===== src/verilog/frisc_macros.svh =====
`ifndef FRISC_MACROS_SVH
`define FRISC_MACROS_SVH

// datapath widths
`define DATA_W 32
`define ADDR_W 32

// data cache geometry, one word per line
// index is addr[5:2], tag is addr[31:6]
`define DC_INDEX_BITS 4
`define DC_TAG_BITS   26

// local data RAM window, 256 words indexed by addr[9:2]
`define DW_ADDR_BITS 8

`endif

===== src/verilog/friscPkg.sv =====
package friscPkg;

  // data cache controller
  typedef enum logic [1:0] {
    CS_IDLE,
    CS_LOOKUP, // tag compare, data RAM output valid
    CS_FILL,   // waiting for the refill word
    CS_WRITE   // write-through in progress
  } cacheStateE;

  // external bus master
  typedef enum logic {
    BS_IDLE,
    BS_WAIT
  } busStateE;

  typedef enum logic {
    CMD_READ  = 1'b0,
    CMD_WRITE = 1'b1
  } busCmdE;

endpackage


===== src/verilog/busMaster.sv =====
`timescale 1ns/1ps
`include "frisc_macros.svh"

module busMaster (
  input  logic               SYSCLK,
  input  logic               rstN,
  input  logic               busStart,
  input  friscPkg::busCmdE   busCmd,
  input  logic [`ADDR_W-1:0] busAddr,
  input  logic [`DATA_W-1:0] busWrData,
  input  logic               lTrdy,
  input  logic [`DATA_W-1:0] lDataI,
  output logic               busDone,
  output logic [`DATA_W-1:0] busRdData,
  output logic               lReq,
  output logic               lWrite,
  output logic [`ADDR_W-1:0] lAddr,
  output logic [`DATA_W-1:0] lDataO
);

  import friscPkg::*;

  busStateE state;
  busCmdE   cmdQ;
  logic     xferDone;

  // transfer completes when the target answers while we request
  assign xferDone = (state == BS_WAIT) & lTrdy;

  always_ff @(posedge SYSCLK) begin
    if (!rstN) begin
      state   <= BS_IDLE;
      busDone <= 1'b0;
    end else begin
      busDone <= xferDone; // one cycle after the handshake
      case (state)
        BS_IDLE: begin
          if (busStart) begin
            state <= BS_WAIT;
          end
        end
        BS_WAIT: begin
          if (lTrdy) begin
            state <= BS_IDLE;
          end
        end
        default: state <= BS_IDLE;
      endcase
    end
  end

  // request payload stays put while lReq is high
  always_ff @(posedge SYSCLK) begin
    if ((state == BS_IDLE) && busStart) begin
      cmdQ   <= busCmd;
      lAddr  <= busAddr;
      lDataO <= busWrData;
    end
    if (xferDone) begin
      busRdData <= lDataI;
    end
  end

  assign lReq   = (state == BS_WAIT);
  assign lWrite = (cmdQ == CMD_WRITE);

endmodule


===== config.mk =====
export PLATFORM = sky130hd
export DESIGN_NAME = busMaster
export DESIGN_NICKNAME = d
export VERILOG_FILES = /design/src/verilog/friscPkg.sv /design/src/verilog/busMaster.sv
export VERILOG_INCLUDE_DIRS = /design/src /design/src/verilog
export SDC_FILE = /design/constraint.sdc
export NUM_CORES = 1
export LEC_CHECK = 0
export BUFFER_PORTS_ARGS = -buffer_cell sky130_fd_sc_hd__buf_4
export CAP_MARGIN = 20
export CORE_ASPECT_RATIO = 1.1
export CORE_MARGIN = 2
export CORE_UTILIZATION = 44
export CTS_CLUSTER_SIZE = 40
export DETAILED_ROUTE_END_ITERATION = 8
export HOLD_SLACK_MARGIN = 0.12
export PLACE_DENSITY_LB_ADDON = 0.2
export SETUP_SLACK_MARGIN = 0.5
export SYNTH_ARGS = -nofsm -noshare
export SYNTH_HDL_FRONTEND = slang
export SYNTH_SLANG_ARGS = --single-unit

===== constraint.sdc =====
create_clock -name SYSCLK -period 10.3 [get_ports SYSCLK]
set_clock_uncertainty 0.05 [all_clocks]
set_input_delay 3.09 -clock SYSCLK [delete_from_list [all_inputs] [get_ports SYSCLK]]
set_output_delay 3.09 -clock SYSCLK [all_outputs]
set_load 0.01 [all_outputs]

==> flow_summary.ini, run 1 <==
[floorplan]
initial_core_util_pct = 45.29
rows = 31
dieArea_um2 = 7464
dieWidth_um = 82.56
die_y_um = 90.41
coreArea_um2 = 6594
io_pins = 200

[cts]
clk_latency_ns = 0.33
postCtsHoldBufs = 0
clkTransAtPathRegs_ns = 0.08
cts_buffers = 9
clock_sinks = 99
cts_tree = built
cts_resized = 0
cts_max_level = 3
postCtsSetupBuffers = 0
cts-root-buf = clkbuf_8
clockBufferDepth = 2

[sta]
rsz0062_at_grt = no
fin_setup_tns_ns = 0
min_period_over_period_pct = 39.53
slew_viol_final = 0
timing.fmax_ghz = 0.2456
fin_crit_ns = 4.072
tightestPinTransition_ns = 0.7954
final-hold-violation-count = 0
finalSetupViolCount = 0
slew_headroom_pct = 46.97

[worst_setup_path]
worst_path_largest_cell_delay_ns = 0.44
critPathLaunchType = flop
crit_type = reg -> out
path_cells = buf_4
worstPathRequired_ns = 7.16
path_buf_inv = 1
arrival_ns = 0.93
crit_family = flip-flops
cpMaxStageDelayCell = dfxtp_1
crit_path_end_kind = output port
critPathMaxFanout = 5

[route]
drtPass1Iterations = 4
vias = 1820
drc_errors = 0
wl_per_cell_um = 16.41
drtAntennaViolNets = 0
routed_wl_um = 6598
dr.first_iter.drc_count = 108
vias_per_cell = 4.527

[logic_synthesis]
synth.distinct_cells = 7
yosysTopAreaCellShare_pct = 97.53
ys_ff_latch = 99
synth_area_leaders = edfxtp_1 98%, dfxtp_1 1.3%, and2_4 0.29%, and3_2 0.25%, nor2_2 0.21%
yosys_warnings = 0
netlist_instances = 104
synth_edf_count = 97
synth_commonest_cells = 97 x edfxtp_1, 2 x dfxtp_1
synthesis.nets = 205
netlist_area_um2 = 2987
yosysSeqAreaShare_pct = 98.87
synth.most_common_cell = edfxtp_1
synth_top_area_cell = edfxtp_1
synthFlopType = edfxtp_1
synth_async_sr_flop_share_pct = 0
avgSynthCellArea_um2 = 28.72

[finish]
seq_area_um2 = 2953
multi_input_comb_area_um2 = 41.29
final_nets = 416
n_antenna_cell = 0
area_growth_pct = 60.12
postLayoutCoreUtil_pct = 72.52
nFillCells = 438
design_area_um2 = 4782
instances_no_fill = 402
drive_above_1_share_pct = 67.50

[global_routing]
grt_use_total_pct = 17.38
antenna_found_initial = 0
grt_pass1_vias = 1896
grt_overflow = 0
grt_max_degree = 66
grt_pass1_wl_um = 9135

[placement]
placed_cell_area_um2 = 4598
port_buffers = 199
gp_congestion = 0.7188
placedCellCount = 386

[power_and_ir_drop]
clkPwrFrac_pct = 29.4
p_switching_mw = 0.1590
sequentialPowerShare_pct = 60.4
p_int_mw = 0.6249
power_frac_comb_pct = 10.2
p_leak_nw = 2.001
switching_share_pct = 20.28
power_density_nw_per_um2 = 163.9
vdd_drop_max_mv = 0.1581

[hold_path]
min_path_type = reg -> reg

[job]
cap_violations = 0

[run_status]
outcome = complete, no violations
-- final timing paths --
kind / startpoint / endpoint / slack (ns) / cells after the start
worst max-delay path: lReq / lReq / 6.23 / 1
worst min-delay path: lReq / busDone / 0.56 / 1
worst max register to register: lReq / lDataO[16] / 8.74 / 2
worst min register to register: lReq / busDone / 0.56 / 1
-- cell type report --
type / instances / area share (%)
well taps: 82 / 2.145
clock buffers: 10 / 2.669
repair buffers: 200 / 31.40
multi-input cells: 5 / 0.8634
flip-flops and latches: 99 / 61.75
clock inverters: 6 / 1.177
-- state kept, by name, summed over array words and instances (netlist names) --
name,cells
lWrite,1
lReq,1
busRdData,32
busDone,1
lDataO,32
lAddr,32
-- layout by cell type (no fill, tap or decap) --
cell and count:
o21ai_0 1, clkbuf_8 9, dfxtp_1 2, clkinv_1 3
nor2b_4 1, bufinv_16 1, nor2_2 1, and3_2 1
and2_4 1, clkinvlp_4 2, edfxtp_1 97, clkbuf_1 1
buf_4 200
-- metal layers --
metal	share of wire, %	track usage (%)
met5	0	0
met4	3.0	9.563
met3	15	8.700
met2	51	28.36
met1	31	17.63
-- stage by stage --
step / setup slack [ns] / power [mW] / hold WS, ns
finish: 6.228 / 0.7838 / 0.5629
global route: 6.185 / 0.8138 / 0.5738
CTS: 6.209 / 0.7930 / 0.5613
detailed placement: 5.912 / 0.5641 / 0.5485
global placement: 5.931 / 0.5615 / 0.5551
floorplan: 3.807 / 0.5025 / 0.5187
-- cell families (layout without fill, tap and decap cells) --
group | Yosys count | after routing | synth area share [%]
DFF | 99 | 99 | 98.87
buffers and inverters | 0 | 216 | 0
AOI/OAI and AO/OA | 1 | 1 | 0.1674
and+or+nand+nor | 4 | 4 | 0.9640
-- power groups by stage --
stage                     Combinational (mW)  Sequential, mW  Clock, mW
after floorplan                      0.00774           0.495          0
after global placement                0.0796           0.482          0
after detailed placement              0.0812           0.483          0
after CTS                             0.0813           0.474      0.238
after global routing                  0.0860           0.476      0.252
final                                 0.0801           0.474      0.230
(Power assumes the default switching activity.)
==> inputs of run 2 (changes only) <==
--- a/config.mk
+++ b/config.mk
@@ -10,7 +10,7 @@
 export CAP_MARGIN = 20
 export CORE_ASPECT_RATIO = 1.1
 export CORE_MARGIN = 2
-export CORE_UTILIZATION = 44
+export CORE_UTILIZATION = 41
 export CTS_CLUSTER_SIZE = 40
 export DETAILED_ROUTE_END_ITERATION = 8
 export HOLD_SLACK_MARGIN = 0.12
==> constraint.sdc (replaced) <==
create_clock -name SYSCLK -period 4 [get_ports SYSCLK]
set_clock_uncertainty 0.05 [all_clocks]
set_input_delay 1.2 -clock SYSCLK [delete_from_list [all_inputs] [get_ports SYSCLK]]
set_output_delay 1.2 -clock SYSCLK [all_outputs]
set_load 0.01 [all_outputs]
==> run 2 against run 1 <==
Compared with the run above: critical path depth is the same; total power grew to 2.6 times the previous value; global-route usage shrank 1.3 points; combinational power grew to 2.6 times the previous value; first-iteration DRC count shrank 29%; sequential cell count is the same; highest routed layer unchanged; clock-buffer cell count shrank 1; critical path type unchanged; die area grew 7.0%; critical endpoint unchanged; cell count grew 0.25%; clock power grew to 2.6 times the previous value; largest cell class unchanged; worst setup slack lost 4.4 ns.
==> flow_summary.ini, run 2 (synthesis results as in run 1) <==
[sta]
rsz0062_at_grt = no
timing.fmax_ghz = 0.4553
min_period_over_period_pct = 54.91
slew_headroom_pct = 72.21
fin_crit_ns = 2.197
fin_ws_ns = 1.803
finalSetupViolCount = 0
fin_setup_tns_ns = 0
final-hold-violation-count = 0
tightestPinTransition_ns = 0.4168
slew_viol_final = 0

[worst_setup_path]
crit_family = flip-flops
critPathMaxFanout = 5
crit_path_end_kind = output port
arrival_ns = 0.95
critPathLaunchType = flop
worstPathRequired_ns = 2.75
path_buf_inv = 1
path_cells = buf_4
crit_type = reg -> out
worst_path_largest_cell_delay_ns = 0.44
cpMaxStageDelayCell = dfxtp_1

[finish]
drive_above_1_share_pct = 68.24
area_growth_pct = 60.54
design_area_um2 = 4795
final_nets = 416
layout_commonest_cell = buf_4
multi_input_comb_area_um2 = 41.29
reg_top3 = busRdData x32, lAddr x32, lDataO x32
nFillCells = 498
seq_area_um2 = 2953
n_antenna_cell = 0
instances_no_fill = 403
layout_common_cells = 199 x buf_4, 97 x edfxtp_1, 9 x clkbuf_8

[cts]
postCtsSetupBuffers = 0
clock_sinks = 99
clkTransAtPathRegs_ns = 0.08
cts_resized = 0
clockBufferDepth = 2
cts_tree = built
cts-root-buf = clkbuf_8
cts_buffers = 9
cts_max_level = 3
postCtsHoldBufs = 0
clk_latency_ns = 0.34

[route]
drc_errors = 0
wl_per_cell_um = 16.38
drtAntennaViolNets = 0
routed_wl_um = 6603
vias_per_cell = 4.566
dr.first_iter.drc_count = 77
drtPass1Iterations = 3
vias = 1840

[power_and_ir_drop]
power_density_nw_per_um2 = 421.0
vdd_drop_max_mv = 0.2606
p_leak_nw = 2.001
total_power_mw = 2.018

[floorplan]
io_pins = 200
dieWidth_um = 85.38
rows = 32
initial_core_util_pct = 42.38
die_y_um = 93.52
dieArea_um2 = 7984
coreArea_um2 = 7047

[placement]
placedCellCount = 389
port_buffers = 199
gp_congestion = 0.7335
placed_cell_area_um2 = 4614
post-place-ws_ns = 1.831

[global_routing]
grt_overflow = 0
grt_pass1_wl_um = 9287
grt_use_total_pct = 16.07
antenna_found_initial = 0
grt_max_degree = 66
grt_pass1_vias = 1779

[job]
cap_violations = 0

[run_status]
outcome = complete, no violations

[hold_path]
min_path_type = reg -> reg
-- run 2: changes by cell type in the layout (fill, tap and decap cells not counted), sizes merged --
cell / previous run / this run
clkinv: 3 / 1
clkinvlp: 2 / 3
clkbuf: 10 / 9
-- run 2: stage by stage --
| step | hold slack, ns | utilization (%) |
|---|---|---|
| 2_1_floorplan | 0.5285 | - |
| 3_3_place_gp | 0.5368 | 65.48 |
| 4_1_cts | 0.5498 | 68.04 |
| 3_5_place_dp | 0.5413 | 65.48 |
| 6_report | 0.5487 | 68.04 |
| 5_1_grt | 0.5638 | 68.04 |
-- run 2: cell type report --
| cell class | count | area share [%] |
|---|---|---|
| clock buffers | 9 | 2.584 |
| clock inverters | 5 | 1.174 |
| multi-input cells | 5 | 0.8612 |
| flip-flops and latches | 99 | 61.59 |
| well taps | 85 | 2.218 |
| repair buffers | 200 | 31.58 |
-- run 2: metal layers --
metal,track usage [%],share of wire (%),vias up
met5,0,0,-
met4,6.878,1.7,0
met3,9.444,15,10
met2,24.80,49,143
met1,18.09,35,852
li1,-,-,835
-- run 2: worst paths after layout --
path                            start             to  slack, ns  cells after the start
worst max-delay path             lReq           lReq       1.80                      1
worst max register to register   lReq  busRdData[21]       2.70                      1
worst min register to register   lReq        busDone       0.55                      1
worst min-delay path             lReq        busDone       0.55                      1
-- run 2: report_power, final --
group          switching, mW  internal [mW]  total, mW
Combinational         0.0856          0.124      0.209
Sequential            0.0149           1.20       1.22
Clock                  0.311          0.280      0.591
Total                  0.411           1.61       2.02
==> inputs of run 3 (changes only) <==
--- a/config.mk
+++ b/config.mk
@@ -10,7 +10,7 @@
 export CAP_MARGIN = 20
 export CORE_ASPECT_RATIO = 1.1
 export CORE_MARGIN = 2
-export CORE_UTILIZATION = 41
+export CORE_UTILIZATION = 37
 export CTS_CLUSTER_SIZE = 40
 export DETAILED_ROUTE_END_ITERATION = 8
 export HOLD_SLACK_MARGIN = 0.12
==> constraint.sdc (replaced) <==
create_clock -name SYSCLK -period 2.01 [get_ports SYSCLK]
set_clock_uncertainty 0.05 [all_clocks]
set_input_delay 0.603 -clock SYSCLK [delete_from_list [all_inputs] [get_ports SYSCLK]]
set_output_delay 0.603 -clock SYSCLK [all_outputs]
set_load 0.01 [all_outputs]
==> run 3 against run 2 <==
Compared with the run above: register-to-register slack worse by 2.1 ns; non-clock buffer count is 3 higher; final area is 8.8% higher; wire length is 6.1% higher; sequential power is 100% higher; utilization is 1.7 points lower; combinational power is 130% higher; die area is 10% higher; critical path depth stayed put.
==> flow_summary.ini, run 3 (synthesis results as in run 1) <==
[run_status]
outcome = complete, no violations

[floorplan]
io_pins = 200
dieArea_um2 = 8807
coreArea_um2 = 7870
die_y_um = 98.23
initial_core_util_pct = 37.95
rows = 34
dieWidth_um = 89.66

[sta]
tightestPinTransition_ns = 0.4174
finalSetupViolCount = 0
rsz0062_at_grt = yes
timing.fmax_ghz = 0.6415
slew_viol_final = 0
min_period_over_period_pct = 77.56
fin_ws_ns = 0.4511
slew_headroom_pct = 72.17
final-hold-violation-count = 0
fin_crit_ns = 1.559

[hold_path]
hp-start = busAddr[22]
min_path_type = in -> reg

[route]
dr.first_iter.drc_count = 116
wl_per_cell_um = 16.26
vias = 1836
highest_layer = met4
wl_met1_um = 2210
vias_per_cell = 4.260
routed_wl_um = 7009
wl_met2_um = 3540
drc_errors = 0
drtPass1Iterations = 4
drtAntennaViolNets = 0
wl_met3_um = 1138

[global_routing]
grt_max_degree = 34
grt_pass1_vias = 1834
grt_overflow = 0
grt_use_total_pct = 14.85
grt_pass1_wl_um = 9273
antenna_found_initial = 0

[worst_setup_path]
worstPathRequired_ns = 1.36
r2r-start = lReq
critPathMaxFanout = 1
critPathLaunchType = flop
crit_path_end_kind = output port
crit_type = reg -> out
worst_path_largest_cell_delay_ns = 0.41
crit_start = lDataO[29]
cpMaxStageDelayCell = edfxtp_1
path_buf_inv = 1
path_cells = buf_6
crit_family = flip-flops
arrival_ns = 0.91

[finish]
n_antenna_cell = 0
final_nets = 419
drive_above_1_share_pct = 68.73
layout_common_cells = 112 x buf_4, 97 x edfxtp_1, 88 x buf_6
seq_area_um2 = 2957
layout_commonest_cell = buf_4
multi_input_comb_area_um2 = 41.29
area_growth_pct = 74.70
reg_top3 = busRdData x32, lAddr x32, lDataO x32
nFillCells = 570
instances_no_fill = 431

[cts]
cts_buffers = 9
clkTransAtPathRegs_ns = 0.10
clk_latency_ns = 0.34
clock_sinks = 99
cts_tree = built
cts-root-buf = clkbuf_8
cts_max_level = 3
clockBufferDepth = 2

[placement]
port_buffers = 199
post-place-ws_ns = 0.3983
placedCellCount = 414
gp_congestion = 0.7057
post-dp-hpwl_um = 5307

[power_and_ir_drop]
vdd_drop_max_mv = 0.4541
p_leak_nw = 2.140
power_density_nw_per_um2 = 795.1
total_power_mw = 4.148

[job]
cap_violations = 0
-- run 3: cell types whose count changed in the layout (fill, tap and decap cells not counted), sizes merged --
cell / delta
clkinv: +2
buf: +3
-- run 3: cell type report --
| class | instances | area share (%) |
|---|---|---|
| Timing Repair Buffer | 203 | 36.26 |
| Tap cell | 108 | 2.590 |
| Clock buffer | 9 | 2.374 |
| Multi-Input combinational cell | 5 | 0.7914 |
| Sequential cell | 99 | 56.67 |
| Clock inverter | 7 | 1.319 |
-- run 3: per-stage QoR --
stage	hold WS [ns]	TNS, ns	instance area (µm²)	utilization [%]
2_1_floorplan	0.5505	-3.946	2994	-
3_3_place_gp	0.5252	0	4683	59.51
3_5_place_dp	0.5271	0	4683	59.51
4_1_cts	0.3502	0	5046	64.12
5_1_grt	0.3484	0	5218	66.30
6_report	0.3681	0	5218	66.30
-- run 3: worst paths after layout --
| check | end | cells after the start | slack, ns |
|---|---|---|---|
| max | lDataO[29] | 1 | 0.45 |
| min | lAddr[22] | 1 | 0.37 |
| max reg2reg | lAddr[10] | 3 | 0.64 |
| min reg2reg | busDone | 1 | 0.49 |
-- run 3: layer usage --
layer  track usage, %  vias up
li1                 -      842
met1            14.38      844
met2            24.60      141
met3            8.876        9
met4            6.889        0
met5                0        -
-- run 3: repair_timing --
action                                  in CTS  in global routing
hold endpoints to repair                     0                  0
resized for setup                           46                 44
endpoints found under the setup margin      98                 98
setup buffers                                0                  1
hold buffers                                 0                  0
-- run 3: power by group --
group | total [mW] | internal, mW | leakage (nW) | switching, mW
combinational | 0.484 | 0.311 | 1.12 | 0.173
sequential | 2.44 | 2.40 | 0.933 | 0.0446
clock | 1.22 | 0.569 | 0.0865 | 0.654
