## config.mk

```make
export PLATFORM = sky130hd
export DESIGN_NAME = dataCache
export DESIGN_NICKNAME = d
export VERILOG_FILES = /design/src/verilog/friscPkg.sv /design/src/verilog/dataCache.sv /design/src/verilog/syncRam.sv
export VERILOG_INCLUDE_DIRS = /design/src /design/src/verilog
export SDC_FILE = /design/constraint.sdc
export NUM_CORES = 1
export LEC_CHECK = 0
export BUFFER_PORTS_ARGS = -buffer_cell sky130_fd_sc_hd__clkbuf_2
export CORE_MARGIN = 4
export CORE_UTILIZATION = 29
export CTS_CLUSTER_SIZE = 40
export DETAILED_ROUTE_END_ITERATION = 8
export PLACE_DENSITY = 0.48
export SKIP_CTS_REPAIR_TIMING = 1
export SLEW_MARGIN = 20
export SYNTH_ARGS = -nofsm -noshare
export SYNTH_HDL_FRONTEND = slang
export SYNTH_SLANG_ARGS = --single-unit
```

## constraint.sdc

```tcl
create_clock -name SYSCLK -period 14.3 [get_ports SYSCLK]
set_input_delay 0.715 -clock SYSCLK [delete_from_list [all_inputs] [get_ports SYSCLK]]
set_output_delay 0.715 -clock SYSCLK [all_outputs]
set_load 0.02 [all_outputs]
```

## src/verilog/frisc_macros.svh

```systemverilog
`ifndef FRISC_MACROS_SVH
`define FRISC_MACROS_SVH

// datapath widths
`define DATA_W 32
`define ADDR_W 32

// data cache geometry, one word per line
// index is addr[5:2], tag is addr[31:6]
`define DC_INDEX_BITS 4
`define DC_TAG_BITS   26

// local data RAM window, 256 words indexed by addr[9:2]
`define DW_ADDR_BITS 8

`endif
```

## src/verilog/friscPkg.sv

```systemverilog
package friscPkg;

  // data cache controller
  typedef enum logic [1:0] {
    CS_IDLE,
    CS_LOOKUP, // tag compare, data RAM output valid
    CS_FILL,   // waiting for the refill word
    CS_WRITE   // write-through in progress
  } cacheStateE;

  // external bus master
  typedef enum logic {
    BS_IDLE,
    BS_WAIT
  } busStateE;

  typedef enum logic {
    CMD_READ  = 1'b0,
    CMD_WRITE = 1'b1
  } busCmdE;

endpackage

```

## src/verilog/dataCache.sv

```systemverilog
`timescale 1ns/1ps
`include "frisc_macros.svh"

module dataCache (
  input  logic               SYSCLK,
  input  logic               rstN,
  input  logic               cacheRd,
  input  logic               cacheWr,
  input  logic [`ADDR_W-1:0] addr,
  input  logic [`DATA_W-1:0] wrData,
  input  logic               busDone,
  input  logic [`DATA_W-1:0] busRdData,
  output logic [`DATA_W-1:0] cacheRdData,
  output logic               cacheRdValid,
  output logic               cacheBusy,
  output logic               busStart,
  output friscPkg::busCmdE   busCmd,
  output logic [`ADDR_W-1:0] busAddr,
  output logic [`DATA_W-1:0] busWrData
);

  import friscPkg::*;

  localparam int Lines = 1 << `DC_INDEX_BITS;
  localparam int TagW  = `DC_TAG_BITS + 1; // msb is the stored valid bit

  cacheStateE state;

  logic [`ADDR_W-1:0]        addrQ;
  logic [`DATA_W-1:0]        wrDataQ;
  logic                      isWrQ;
  logic [Lines-1:0]          validQ;
  logic [`DC_INDEX_BITS-1:0] idxIn;
  logic [`DC_INDEX_BITS-1:0] idxQ;
  logic [`DC_INDEX_BITS-1:0] ramIdx;
  logic [`DC_TAG_BITS-1:0]   tagQ;
  logic [TagW-1:0]           tagRd;
  logic [`DATA_W-1:0]        dataRd;
  logic [`DATA_W-1:0]        dataWrData;
  logic                      idle;
  logic                      strobe;
  logic                      lookup;
  logic                      hit;
  logic                      fillDone;
  logic                      wrHit;
  logic                      tagCs;
  logic                      dataCs;
  logic                      dataWe;

  assign idle   = (state == CS_IDLE);
  assign lookup = (state == CS_LOOKUP);
  assign strobe = cacheRd | cacheWr;
  assign idxIn  = addr[`DC_INDEX_BITS+1:2];
  assign idxQ   = addrQ[`DC_INDEX_BITS+1:2];
  assign tagQ   = addrQ[`ADDR_W-1:`DC_INDEX_BITS+2];
  assign ramIdx = idle ? idxIn : idxQ; // index the RAMs on the strobe cycle

  assign hit      = validQ[idxQ] & tagRd[`DC_TAG_BITS] & (tagRd[`DC_TAG_BITS-1:0] == tagQ);
  assign fillDone = (state == CS_FILL) & busDone;
  assign wrHit    = lookup & isWrQ & hit;

  assign tagCs      = (idle & strobe) | fillDone;
  assign dataCs     = tagCs | wrHit;
  assign dataWe     = fillDone | wrHit;
  assign dataWrData = fillDone ? busRdData : wrDataQ;

  syncRam #(.depth(Lines), .width(TagW)) u_tagRam (
    .clk    (SYSCLK),
    .cs     (tagCs),
    .we     (fillDone),
    .addr   (ramIdx),
    .wrData ({1'b1, tagQ}),
    .rdData (tagRd)
  );

  syncRam #(.depth(Lines), .width(`DATA_W)) u_dataRam (
    .clk    (SYSCLK),
    .cs     (dataCs),
    .we     (dataWe),
    .addr   (ramIdx),
    .wrData (dataWrData),
    .rdData (dataRd)
  );

  always_ff @(posedge SYSCLK) begin
    if (!rstN) begin
      state  <= CS_IDLE;
      validQ <= '0;
    end else begin
      case (state)
        CS_IDLE: begin
          if (strobe) begin
            state <= CS_LOOKUP;
          end
        end
        CS_LOOKUP: begin
          if (isWrQ) begin
            state <= CS_WRITE; // write-through, hit or not
          end else if (hit) begin
            state <= CS_IDLE;
          end else begin
            state <= CS_FILL;
          end
        end
        CS_FILL: begin
          if (busDone) begin
            state        <= CS_IDLE;
            validQ[idxQ] <= 1'b1;
          end
        end
        CS_WRITE: begin
          if (busDone) begin
            state <= CS_IDLE;
          end
        end
        default: state <= CS_IDLE;
      endcase
    end
  end

  always_ff @(posedge SYSCLK) begin
    if (idle && strobe) begin
      addrQ   <= addr;
      wrDataQ <= wrData;
      isWrQ   <= cacheWr;
    end
  end

  assign cacheBusy    = !idle;
  assign cacheRdValid = (lookup & !isWrQ & hit) | fillDone;
  assign cacheRdData  = (state == CS_FILL) ? busRdData : dataRd;

  // misses and all writes go out on the bus
  assign busStart  = lookup & (isWrQ | !hit);
  assign busCmd    = isWrQ ? CMD_WRITE : CMD_READ;
  assign busAddr   = addrQ;
  assign busWrData = wrDataQ;

endmodule

```

## src/verilog/syncRam.sv

```systemverilog
`timescale 1ns/1ps

module syncRam #(
  parameter int depth = 16,
  parameter int width = 32
) (
  input  logic                     clk,
  input  logic                     cs,
  input  logic                     we,
  input  logic [$clog2(depth)-1:0] addr,
  input  logic [width-1:0]         wrData,
  output logic [width-1:0]         rdData
);

  logic [width-1:0] mem [depth];

  // single port, write has priority over read
  always_ff @(posedge clk) begin
    if (cs) begin
      if (we) begin
        mem[addr] <= wrData;
      end else begin
        rdData <= mem[addr]; // holds until the next read
      end
    end
  end

endmodule

```

==> results by group, run 1 <==
Drt
  – Detailed-route DRC error count: 0
  – Drt total wl: 111000 um
  – Routed Antenna Nets: 0
  – Post-DR wirelength/cell: 26.0 um
  – Vias per cell: 5.10
  – Via count: 21900
  – 1st-iter DRT viols: 1897
  – Drt pass-1 iters: 5

Power and ir drop
  – Cell internal pwr: 5.59 mW
  – Clk pwr share: 0.380
  – Pleak: 14.6 nW
  – Peak supply drop: 0.0000995 V
  – P_sw: 2.02 mW
  – Cell Pwr Density: 163 mW/mm2
  – Logic pwr share: 0.129
  – Reg power frac: 0.491
  – Switching portion of total power: 0.266

STA
  – Final min period: 4.36 ns
  – Final worst setup slack: 9.94 ns
  – Worst-margin pin slew: 1.18 ns
  – Final Slew Violations: 0
  – Final Setup Violations: 0
  – Final hold vios: 0
  – Sum Neg Setup Slack: 0 ns
  – Fin Hold WS: 0.147 ns
  – Clk_skew: 0.0564 ns
  – Unrepaired setup endpoints after global routing: no
  – Fmax: 230 MHz
  – Final worst-path cycle share: 0.305
  – Worst slew margin: 0.210

Synthesis
  – Post-synth EDFFs: 1051
  – Cell area after synthesis: 0.0395 mm2
  – Cells after Synth: 2180
  – Largest cells by area after synthesis: edfxtp_1, a22oi_1, a21oi_1, mux2_2, or4_1
  – Yosys warnings: 0
  – Seq cells post-synth: 1069
  – Async S/R FF share, synth: 0
  – Syn Nets: 2281
  – Yosys top cell area share: 0.798
  – Register area share after synthesis: 0.807
  – Post-synth cell types: 39
  – Area leader, netlist: edfxtp_1
  – Ys flop type: edfxtp_1
  – Syn_area_per_cell: 18.1 um2

Layout
  – Area of the multi-input gates: 0.00728 mm2
  – Fillers: 12900
  – Layout area overhead: 18.0%
  – Layout cells sized above 1: 0.216
  – Reg area: 0.0319 mm2
  – Layout net count: 2513

Placement
  – Dpl ws: 9.93 ns
  – Port bufs: 200
  – GP Congestion: 0.731
  – Post-detail-place hpwl: 58900 um

Floorplan
  – Core area: 0.135 mm2
  – IO Count: 201
  – Row cnt: 135
  – Full die area: 0.142 mm2
  – Initial Util: 0.292
  – Die Y: 377 um
  – Die width: 377 um

Critical path
  – Reg2reg path depth: 6
  – Worst Setup EP: u_dataRam.mem[1][4]$_DFFE_PP_
  – Critical Path Sink Type: flop
  – Crit-path max cell delay: 1.04 ns
  – Critical path type: reg -> reg
  – R2R Path Start: state[1]$_SDFFE_PN0P_
  – Setup crit start: state[1]$_SDFFE_PN0P_
  – Crit-path cells: nor2b_4, buf_4, nand2_4, buf_4, a211oi_4, buf_4
  – Worst R2R Setup Slack: 9.94 ns
  – CP max-delay cell: a211oi_4
  – Max FO, Critical Path: 41
  – CP most frequent cell: buf_4
  – Startpoint types: flop
  – CP arrival: 4.72 ns
  – Reg2reg end: u_dataRam.mem[1][4]$_DFFE_PP_
  – Worst Path Required: 14.67 ns

CTS
  – CTS Buf Count: 114
  – Maximum buffer depth of the clock tree: 3
  – Sink Count: 1069
  – TritonCTS clock tree: built
  – Reg clk slew, reported paths: 0.06 ns
  – Htree depth: 3
  – Root Buffer: clkbuf_16
  – Clk Latency, worst-skew pair: 0.74 ns

Flow run
  – Maxcap violations: 0

Global routing
  – Initial antenna violation count: 4
  – First-pass GRT wire length: 159000 um
  – Total GRT Usage: 0.153
  – Vias in the first global route: 22200
  – Gr ovfl total: 0
  – Largest net degree at the start of global routing: 167

Hold path
  – Hold depth: 1
  – Worst min path class: in -> reg

Outcome
  – Status: finished clean
-- logic make-up after synthesis --
logic type	synth area share
flops	0.807
compound gates	0.127
buf+inv	0.0184
simple gates	0.0206
mux	0.0205
xor+xnor	0.00576
-- cells in the mapped netlist (7+ instances only) --
| cell | instances |
|---|---|
| clkbuf_1 | 50 |
| mux2_2 | 64 |
| dfxtp_1 | 18 |
| edfxtp_1 | 1051 |
| buf_1 | 7 |
| a21oi_1 | 235 |
| o21a_1 | 19 |
| buf_2 | 73 |
| xnor2_1 | 26 |
| nand4_1 | 9 |
| a22oi_1 | 466 |
| buf_4 | 12 |
| a211oi_1 | 16 |
| or4_1 | 59 |
| nor3_1 | 15 |
-- layer usage --
| metal | track usage | part of all wire | up-vias |
|---|---|---|---|
| met3 | 0.0307 | 0.065 | 143 |
| met1 | 0.208 | 0.43 | 11400 |
| li1 | - | - | 9552 |
| met4 | 0.0408 | 0.021 | 2 |
| met2 | 0.251 | 0.48 | 757 |
| met5 | 0 | 0.000090 | - |
-- worst max-delay path: cells and delay by family, from the launching register on --
kind	cells	cell delay, ns
buffers and inverters	3	1.60
AO/OA/AOI/OAI	1	1.04
AND/OR/NAND/NOR	2	0.72
flip-flops	1	0.58
-- cells in the final DEF, fill, tap and decap left out, drive strengths merged, types with 2 or more instances in the layout --
cell type | synthesis | final
nand4 | 9 | 9
or4b | 2 | 2
nor4 | 3 | 3
a22oi | 466 | 466
o21a | 19 | 19
nor2 | 7 | 7
dfxtp | 18 | 18
mux4 | 4 | 4
clkbuf | 51 | 352
nor3 | 19 | 19
mux2 | 64 | 64
nand2b | 2 | 2
bufinv | 0 | 6
inv | 2 | 9
nand3 | 3 | 3
clkinvlp | 0 | 2
clkinv | 0 | 47
a31oi | 2 | 2
buf | 96 | 63
o21ai | 5 | 5
a21oi | 237 | 237
xnor2 | 26 | 26
a211oi | 16 | 16
edfxtp | 1051 | 1051
nor3b | 2 | 2
nor2b | 6 | 6
nand2 | 6 | 6
or4 | 59 | 59
-- state kept, by name, summed over array words and instances, names as in the netlist --
| signal | flops |
|---|---|
| u_tagRam.mem | 416 |
| validQ | 16 |
| busAddr | 32 |
| isWrQ | 1 |
| busWrData | 32 |
| u_dataRam.rdData | 32 |
| u_dataRam.mem | 512 |
| u_tagRam.rdData | 26 |
| state | 2 |
-- worst min-delay path by stage --
stage                                  startpoint                      end
after floorplan           validQ[10]$_SDFFE_PN0P_  validQ[10]$_SDFFE_PN0P_
after global placement     validQ[5]$_SDFFE_PN0P_   validQ[5]$_SDFFE_PN0P_
after detailed placement  validQ[11]$_SDFFE_PN0P_  validQ[11]$_SDFFE_PN0P_
after CTS                                addr[20]    busAddr[20]$_DFFE_PP_
after global routing                     addr[24]    busAddr[24]$_DFFE_PP_
final                                    addr[24]    busAddr[24]$_DFFE_PP_
-- power by group through the flow --
| stage | sequential, mW | combinational [mW] | clock, mW |
|---|---|---|---|
| final | 3.74 | 0.982 | 2.89 |
| after detailed placement | 3.81 | 0.995 | 0 |
| after floorplan | 3.80 | 0.574 | 0 |
| after global placement | 3.80 | 0.990 | 0 |
| after global routing | 3.75 | 1.06 | 3.11 |
| after CTS | 3.74 | 0.999 | 2.97 |
-- area by class of cell --
class | count | area share
inverter | 2 | 0.000161
multi-input combinational | 962 | 0.156
clock inverter | 62 | 0.0123
clock buffer | 152 | 0.0671
sequential | 1069 | 0.684
tap | 1781 | 0.0478
antenna | 1 | 0.0000536
timing repair buffer | 263 | 0.0322
-- through the flow --
step	cell area (um2)	util	cells	power, mW
after global placement	42900	0.317	4076	4.79
after detailed placement	42900	0.317	4076	4.80
after CTS	46600	0.344	4290	7.70
after floorplan	39500	-	2180	4.37
final	46600	0.344	4292	7.61
after global routing	46600	0.344	4291	7.92
Note: power is estimated with default switching activity, not from simulation.
==> run 2: changes to the inputs <==
- PLACE_DENSITY: 0.48 -> 0.49
- clock period: 14.3 -> 3.76 ns (I/O delays scaled with it)
==> run 2 against run 1 <==
Compared with the run above:
- combinational power rose to 4.1 times the previous value
- global-route usage shrank 0.43 points
- total power grew to 3.8 times the previous value
- non-clock buffer count rose by 110
- critical path depth rose by 2
- final cell count increased by 2.4%
- wire length is 2.2% lower
- flip-flop and latch count is the same
- utilization rose by 1.0 points
- highest routed layer unchanged
- die area did not move
- clock power rose to 3.8 times the previous value
==> results by group, run 2 (same netlist as run 1, synthesis figures left out) <==
Drt
  – Drt pass-1 iters: 5
  – 1st-iter DRT viols: 1953
  – Routed Antenna Nets: 0
  – Detailed-route DRC error count: 0
  – Vias per cell: 5.05
  – Drt total wl: 109000 um
  – Post-DR wirelength/cell: 24.8 um
  – Via count: 22200

Hold path
  – Worst min path class: in -> reg

STA
  – Worst-margin pin slew: 1.07 ns
  – Final min period: 3.51 ns
  – Final Setup Violations: 0
  – Fin Hold WS: 0.00594 ns
  – Final hold vios: 0
  – Clk_skew: 0.0680 ns
  – Sum Neg Setup Slack: 0 ns
  – Final worst setup slack: 0.252 ns
  – Unrepaired setup endpoints after global routing: no
  – Final Slew Violations: 0
  – Fmax: 285 MHz
  – Final worst-path cycle share: 0.933
  – Worst slew margin: 0.284

Layout
  – Layout area overhead: 21.4%
  – Final Util: 0.354
  – Largest register FFs: 512
  – Layout cells sized above 1: 0.222
  – Area of the multi-input gates: 0.00728 mm2
  – Layout net count: 2621
  – Top Registers: u_dataRam.mem x512, u_tagRam.mem x416
  – Reg area: 0.0319 mm2
  – Fillers: 12700
  – Most common cell after layout, fill and taps aside: edfxtp_1
  – Commonest non-fill, non-tap cells in the layout: edfxtp_1, a22oi_1, a21oi_1, clkbuf_2, clkbuf_16
  – Largest Register: u_dataRam.mem

CTS
  – Htree depth: 3
  – TritonCTS clock tree: built
  – Clk Latency, worst-skew pair: 0.75 ns
  – Maximum buffer depth of the clock tree: 3
  – Sink Count: 1069
  – Reg clk slew, reported paths: 0.06 ns
  – Root Buffer: clkbuf_16
  – CTS Buf Count: 112

Critical path
  – Critical Path Sink Type: primary output
  – Critical path type: reg -> out
  – Max FO, Critical Path: 18
  – CP arrival: 3.32 ns
  – Worst Path Required: 3.57 ns
  – Startpoint types: flop

Placement
  – GP Congestion: 0.735
  – Dpl ws: 0.525 ns
  – Post-detail-place hpwl: 58900 um
  – Port bufs: 200

Global routing
  – Largest net degree at the start of global routing: 121
  – Total GRT Usage: 0.149
  – First-pass GRT wire length: 155000 um
  – Initial antenna violation count: 7
  – Vias in the first global route: 22200
  – Gr ovfl total: 0

Floorplan
  – Die width: 377 um
  – Die Y: 377 um
  – Core area: 0.135 mm2
  – Row cnt: 135
  – Initial Util: 0.292
  – IO Count: 201
  – Full die area: 0.142 mm2

Power and ir drop
  – Cell Pwr Density: 606 mW/mm2
  – Final Power: 29.1 mW
  – Pleak: 15.2 nW
  – Peak supply drop: 0.000397 V

Flow run
  – Maxcap violations: 0

Outcome
  – Status: finished clean
==> run 2: changes by cell type in the layout (fill, tap and decap cells not counted), moves of 3 or more <==
cell and delta:
buf_12 +32, buf_4 +10, bufinv_16 +4, clkbuf_16 -5
clkbuf_8 -3, clkinv_1 -3, clkinv_2 -3, clkinvlp_4 +5
dlygate4sd3_1 +69
==> run 2: path summary, 6_finish.rpt <==
kind                                              from                              to  slack, ns  cells after the start
worst max-delay path             busAddr[19]$_DFFE_PP_                    cacheRdValid       0.25                      8
worst min-delay path                      busRdData[8]  u_dataRam.mem[14][8]$_DFFE_PP_      0.006                      2
worst max register to register   busAddr[19]$_DFFE_PP_  u_dataRam.mem[9][27]$_DFFE_PP_       0.43                      8
worst min register to register  validQ[0]$_SDFFE_PN0P_          validQ[0]$_SDFFE_PN0P_       0.46                      1
==> run 2: power breakdown <==
group          internal, mW  total, mW  switching, mW
clock                  6.29       11.0           4.67
combinational          1.26       4.00           2.74
sequential             13.9       14.1          0.255
total                  21.4       29.1           7.67
==> run 2: final cells by class <==
cell class / instances / area share
antenna: 3 / 0.000156
clock buffer: 142 / 0.0615
clock inverter: 64 / 0.0151
inverter: 2 / 0.000156
multi-input combinational: 962 / 0.152
sequential: 1069 / 0.665
tap: 1781 / 0.0464
timing repair buffer: 373 / 0.0603
==> run 2: critical path, cell delays in order (launching register included) <==
cell and delay [ns]:
edfxtp_1 0.59, xnor2_1 0.32, nand4_1 0.19, nor4_1 0.48, buf_4 0.20, nand3_1 0.07, o21ai_1 0.39, buf_4 0.19
clkbuf_2 0.16
==> run 2: per-layer routing <==
| layer | wire length (um) | track usage | vias up |
|---|---|---|---|
| met4 | 2090 | 0.0375 | 2 |
| met1 | 47500 | 0.201 | 11500 |
| met3 | 7130 | 0.0320 | 132 |
| li1 | - | - | 9767 |
| met2 | 52300 | 0.245 | 785 |
| met5 | 13 | 0 | - |
==> run 2: stage by stage <==
| step | std cells | area [um2] |
|---|---|---|
| after floorplan | 2180 | 39500 |
| after global placement | 4118 | 43600 |
| after detailed placement | 4118 | 43600 |
| after CTS | 4324 | 47300 |
| after global routing | 4393 | 48000 |
| final | 4396 | 48000 |
